`src/rtl/bringup_params.svh`:
```
// macros for the uart divisor, the first character and the colour steps

`ifndef BRINGUP_PARAMS_SVH
`define BRINGUP_PARAMS_SVH

// ----------------------------------------------------------------------------
//	serial port
// ----------------------------------------------------------------------------

// clocks per bit, 27 MHz / 115200 baud
`define BRINGUP_UART_DIV	234

// 'A', the switch nibble is added on top
`define BRINGUP_CHAR_BASE	8'h41

// ----------------------------------------------------------------------------
//	colour ramp
// ----------------------------------------------------------------------------

// per-clock increments, wrap at 32
`define BRINGUP_STEP_R		5'd1
`define BRINGUP_STEP_G		5'd3
`define BRINGUP_STEP_B		5'd5

`endif

```
`src/rtl/bringup_pkg.sv`:
```
// shared vector typedefs and the sequencer state enum for the bring-up test

package bringup_pkg;

	// ------------------------------------------------------------------------
	//	pin groups
	// ------------------------------------------------------------------------

	// one colour channel of the video connector
	typedef logic [4:0] colour_t;

	// msx slot data bus
	typedef logic [7:0] slot_data_t;

	// ------------------------------------------------------------------------
	//	control side
	// ------------------------------------------------------------------------

	// one character for the serial port
	typedef logic [7:0] uart_byte_t;

	// board switches
	// bit 4 freezes the pin exercise, bits 3:0 pick the character
	typedef logic [4:0] dipsw_t;

	// character issue fsm
	typedef enum logic [1:0] {
		seq_idle		= 2'd0,
		seq_issue		= 2'd1,
		seq_wait_busy	= 2'd2
	} seq_state_t;

endpackage

```
`src/rtl/bringup_sequencer.sv`:
```
// switch synchronizer, exercise enable and character issue fsm

`timescale 1ns/1ps

`include "bringup_params.svh"

module bringup_sequencer (
	input	logic					clk27m,
	input	logic					ff_reset_n,
	input	bringup_pkg::dipsw_t	dipsw,
	input	logic					send_busy,
	output	logic					send_req,
	output	bringup_pkg::uart_byte_t	send_data,
	output	logic					exercise_en
);
	bringup_pkg::dipsw_t		ff_sw_meta;
	bringup_pkg::dipsw_t		ff_sw_sync;
	bringup_pkg::seq_state_t	ff_state;
	bringup_pkg::uart_byte_t	ff_send_data;
	logic						ff_busy_seen;

	// ------------------------------------------------------------------------
	//	switch synchronizer
	// ------------------------------------------------------------------------

	// freeze bit comes up set so the datapath stays still while filling
	always_ff @(posedge clk27m) begin
		if (!ff_reset_n) begin
			ff_sw_meta <= 5'b1_0000;
			ff_sw_sync <= 5'b1_0000;
		end
		else begin
			ff_sw_meta <= dipsw;
			ff_sw_sync <= ff_sw_meta;
		end
	end

	// two clocks from pin to enable
	assign exercise_en = ~ff_sw_sync[4];

	// ------------------------------------------------------------------------
	//	character issue
	// ------------------------------------------------------------------------

	always_ff @(posedge clk27m) begin
		if (!ff_reset_n) begin
			ff_state <= bringup_pkg::seq_idle;
			ff_busy_seen <= 1'b0;
		end
		else begin
			case (ff_state)
			bringup_pkg::seq_idle: begin
				ff_busy_seen <= 1'b0;
				if (!send_busy) begin
					ff_state <= bringup_pkg::seq_issue;
				end
			end
			bringup_pkg::seq_issue: begin
				ff_state <= bringup_pkg::seq_wait_busy;
			end
			bringup_pkg::seq_wait_busy: begin
				// busy rises one clock after the request
				if (send_busy) begin
					ff_busy_seen <= 1'b1;
				end
				else if (ff_busy_seen) begin
					ff_state <= bringup_pkg::seq_idle;
				end
			end
			default: begin
				ff_state <= bringup_pkg::seq_idle;
			end
			endcase
		end
	end

	// character latched on the way into issue
	always_ff @(posedge clk27m) begin
		if (ff_state == bringup_pkg::seq_idle) begin
			ff_send_data <= `BRINGUP_CHAR_BASE + {4'd0, ff_sw_sync[3:0]};
		end
	end

	assign send_req = (ff_state == bringup_pkg::seq_issue);
	assign send_data = ff_send_data;

	// handshake with the uart
	a_req_not_busy: assert property (@(posedge clk27m) disable iff (!ff_reset_n)
		send_req |-> !send_busy);
	a_req_single: assert property (@(posedge clk27m) disable iff (!ff_reset_n)
		send_req |=> !send_req);

endmodule

```
`config.mk`:
```
export PLATFORM = sky130hd
export DESIGN_NAME = bringup_sequencer
export DESIGN_NICKNAME = d
export VERILOG_FILES = /design/src/rtl/bringup_pkg.sv /design/src/rtl/bringup_sequencer.sv
export VERILOG_INCLUDE_DIRS = /design/src /design/src/rtl
export SDC_FILE = /design/constraint.sdc
export NUM_CORES = 1
export LEC_CHECK = 0
export ABC_AREA = 1
export BUFFER_PORTS_ARGS = -buffer_cell sky130_fd_sc_hd__buf_2
export CAP_MARGIN = 5
export CORE_UTILIZATION = 50
export CTS_BUF_LIST = sky130_fd_sc_hd__clkbuf_4 sky130_fd_sc_hd__clkbuf_8
export CTS_CLUSTER_DIAMETER = 40
export DETAILED_ROUTE_END_ITERATION = 10
export PLACE_DENSITY = 0.77
export SETUP_SLACK_MARGIN = 0.15
export SLEW_MARGIN = 20
export SYNTH_ARGS = -nofsm -noshare
export SYNTH_HDL_FRONTEND = slang
export SYNTH_SLANG_ARGS = --single-unit
export TNS_END_PERCENT = 10
```
`constraint.sdc`:
```
create_clock -name clk27m -period 1.2 [get_ports clk27m]
set_input_delay 0.06 -clock clk27m [delete_from_list [all_inputs] [get_ports clk27m]]
set_output_delay 0.06 -clock clk27m [all_outputs]
set_load 0.01 [all_outputs]
```
==> impl.org <==
** Critical path
- Measured in cells, the most critical reg-to-reg path has a length of 1.
- The critical path starts at ff_state[1].
- Critical Path End Type :: output pin
- In this run the critical register-to-register path is captured at send_data[3].
- CP cell instances :: inv_2 -> nand2_2 -> inv_1 -> buf_2
- Critical Path Max Stage Delay :: 0.38 ns
- Type of element launching the critical path :: flip-flop
- Crit Path Class :: reg -> out
- Data on the critical path arrives at its endpoint at 0.95 ns.
- Endpoint required time on the critical path :: 1.14 ns
- The worst register-to-register path has a setup slack of 0.24 ns.
- Slowest cell on the critical path :: dfxtp_2
- In this run the critical register-to-register path is launched from ff_state[0].
- Of all nets on the critical path, the largest fanout is 4.

** Timing
- Setup_tns :: 0 ns
- Final Cycle Share :: 84.0%
- Min Hold Slack :: 0.0868 ns
- Setup repair after global routing missed its margin :: no
- The final count of hold timing violations came to 0.
- Based on the critical path, the design can be clocked at up to 992 MHz.
- Worst Skew :: 0.00723 ns
- Final slew viol count :: 0
- Setup violations remaining at the end of the flow were counted as 0.
- Final min period :: 1.01 ns

** Drt
- After detailed routing, the number of remaining DRC violations is 0.
- For this block, the initial DRC count from the detailed router was 8.
- In the detailed route, the total length drawn on met3 is 43 um.
- WL/cell :: 9.34 um
- Met1 wire length :: 356 um
- Via count :: 453
- Vias per std cell :: 4.40
- For this run, the detailed router's first-pass iteration total came to 4.
- After detailed routing, the met2 layer carries 517 um of wire.
- Total detailed-routing wirelength :: 962 um
- The count of nets left with antenna violations once routing finished came out at 0.
- In this run the top signal layer used is met4.

** Power and ir drop
- In this run the static leakage power is 0.443 nW.
- VDD sags by at most 0.869 mV.
- Power per standard cell area :: 1470 nW/um2

** Synthesis
- Synthesis-stage register bit count :: 18
- Seq/Total Area, Yosys :: 63.1%
- During synthesis, Yosys emitted a total of 0 warnings.
- Combined area of all synthesized cells :: 651 um2
- Post-synthesis instance total :: 68
- A synthesized cell averages 9.57 um2.
- Yosys mapped the design onto 17 distinct sky130hd cell types.

** Global route
- GRT Resource Usage Total :: 16.7%
- The via count of the first global-routing pass was 385.
- Global-route wire length before repair :: 1.45 mm
- Final global-route overflow total :: 0
- Largest net degree at the start of global routing :: 12
- The initial antenna violation count is 0.

** Clock network
- Worst-Skew Late Latency :: 0.28 ns
- Number of buffers created by CTS :: 3
- Clock transition at the registers of the reported paths :: 0.10 ns
- CTS max path bufs :: 2
- Number of post-CTS setup repair buffers :: 0
- Clock tree synthesis selected as its root buffer the cell clkbuf_4.
- TritonCTS built the clock tree.
- H-Tree Level Count :: 1
- CTS Sinks :: 18

** Die
- Row Count :: 12
- The floorplan step defined a core boundary enclosing 1160 um2.
- In this run the vertical extent of the chip is 38.1 um.
- The die is 38.1 um wide.
- IO Count :: 18
- The die covers 1450 um2.
- For this configuration, the core starts out at a cell density of 56.3%.

** Run status
- Result of the run :: finished, final reports clean

** Worst hold path
- Endpoint with the worst hold slack :: ff_sw_meta[0]
- In this run the most critical hold path is launched from ff_reset_n.
- Along the worst hold path, the cell count comes to 3.
- Hold WC Path Type :: in -> reg

** Placement
- The wire-length estimate of the detail-placed layout is 573 um.
- Placer Congestion :: 0.778
- Count of input and output buffers :: 14

** Job
- Max Cap Violations :: 0

** Layout
- Compared with the post-synthesis result, the final layout area differs by 24.4%.
- Post-layout nets :: 99
- Cells with a size suffix above 1 make up 28.1% of the layout.
- Across the whole layout, storage elements account for 413 um2.
- The number of antenna diodes in the final layout is 0.
- Filler Cells Inserted :: 86
- Area occupied by multi-input gates :: 155 um2
==> timing repair <==
action	CTS	global route
cloned	0	0
setup endpoints to repair	1	1
hold buffers	6	0
resized for setup	1	2
endpoints found under the hold margin	6	0
==> worst max-delay path by stage <==
stage / endpoint / slack [ns]
after floorplan: send_data[2] / 0.28
after CTS: send_req / 0.20
final: send_req / 0.19
after global routing: send_req / 0.13
after global placement: send_data[2] / 0.28
after detailed placement: send_data[2] / 0.25
==> layout by cell type, fill, tap and decap left out, drive strengths merged <==
| master | count |
|---|---|
| dlygate4sd3 | 6 |
| inv | 17 |
| ha | 1 |
| or2 | 2 |
| clkbuf | 4 |
| nor2 | 3 |
| nand3 | 4 |
| edfxtp | 5 |
| buf | 14 |
| nand2 | 12 |
| dfxtp | 13 |
| xor2 | 2 |
| nor3 | 2 |
| conb | 3 |
| a21oi | 1 |
==> where the power goes <==
| part | internal (mW) | switching, mW |
|---|---|---|
| clock | 0.152 | 0.166 |
| combinational | 0.0684 | 0.0898 |
| sequential | 0.686 | 0.0237 |
| total | 0.906 | 0.280 |
==> registers in the layout, indices dropped and copies added (netlist names) <==
signal	cells
ff_sw_meta	5
ff_sw_sync	5
ff_busy_seen	1
ff_state	2
send_data	5
==> logic make-up (layout without fill, tap and decap cells) <==
logic type               Yosys count  after routing  share of synthesized area (%)
AND/OR/NAND/NOR                   23             23                           16.3
XOR/XNOR                           2              2                           2.69
buffers and inverters             21             41                           14.0
AO/OA/AOI/OAI                      1              1                          0.768
adder cells (fa/ha/maj)            1              1                           1.92
flip-flops                        18             18                           63.1
other                              2              3                           1.15
==> metal layers <==
layer | global-route usage (%) | up-vias
met5 | 0 | -
met4 | 17.9 | 0
met3 | 8.72 | 6
met2 | 29.2 | 22
met1 | 11.4 | 189
li1 | - | 236
==> cell usage after synthesis <==
| cell type | count | share of area, % |
|---|---|---|
| ha_1 | 1 | 1.9 |
| dfxtp_1 | 13 | 40 |
| nor2_2 | 1 | 0.96 |
| nand3_1 | 4 | 3.1 |
| nand2_1 | 12 | 6.9 |
| edfxtp_1 | 5 | 23 |
| a21oi_1 | 1 | 0.77 |
| inv_1 | 15 | 8.7 |
| nor3_1 | 1 | 0.77 |
| nor3_2 | 1 | 1.5 |
| or2_1 | 2 | 1.9 |
| buf_2 | 1 | 0.77 |
| nor2_1 | 2 | 1.2 |
| buf_4 | 3 | 3.5 |
| xor2_1 | 2 | 2.7 |
| conb_1 | 2 | 1.2 |
| inv_2 | 2 | 1.2 |
==> worst max-delay path, delay by kind of cell, from the launching register on <==
family | cells | cell delay [ns]
and+or+nand+nor | 1 | 0.07
buffers and inverters | 3 | 0.21
DFF | 1 | 0.38
==> metrics by stage <==
stage / util, % / std cells / power, mW / setup WS [ns] / cell area, um2
3_5_place_dp: 61.8 / 93 / 0.859 / 0.252 / 714
5_1_grt: 70.0 / 103 / 1.26 / 0.130 / 810
3_3_place_gp: 61.8 / 93 / 0.853 / 0.276 / 714
4_1_cts: 69.7 / 103 / 1.19 / 0.196 / 806
6_report: 70.0 / 103 / 1.19 / 0.192 / 810
2_1_floorplan: - / 69 / 0.815 / 0.283 / 654
==> final cells by class <==
type	count	share of cell area [%]
clock buffer	4	3.71
sequential	18	51.0
multi-input combinational	30	19.2
tap	14	2.16
timing repair buffer	20	16.1
inverter	17	7.88
(Power assumes the default switching activity.)
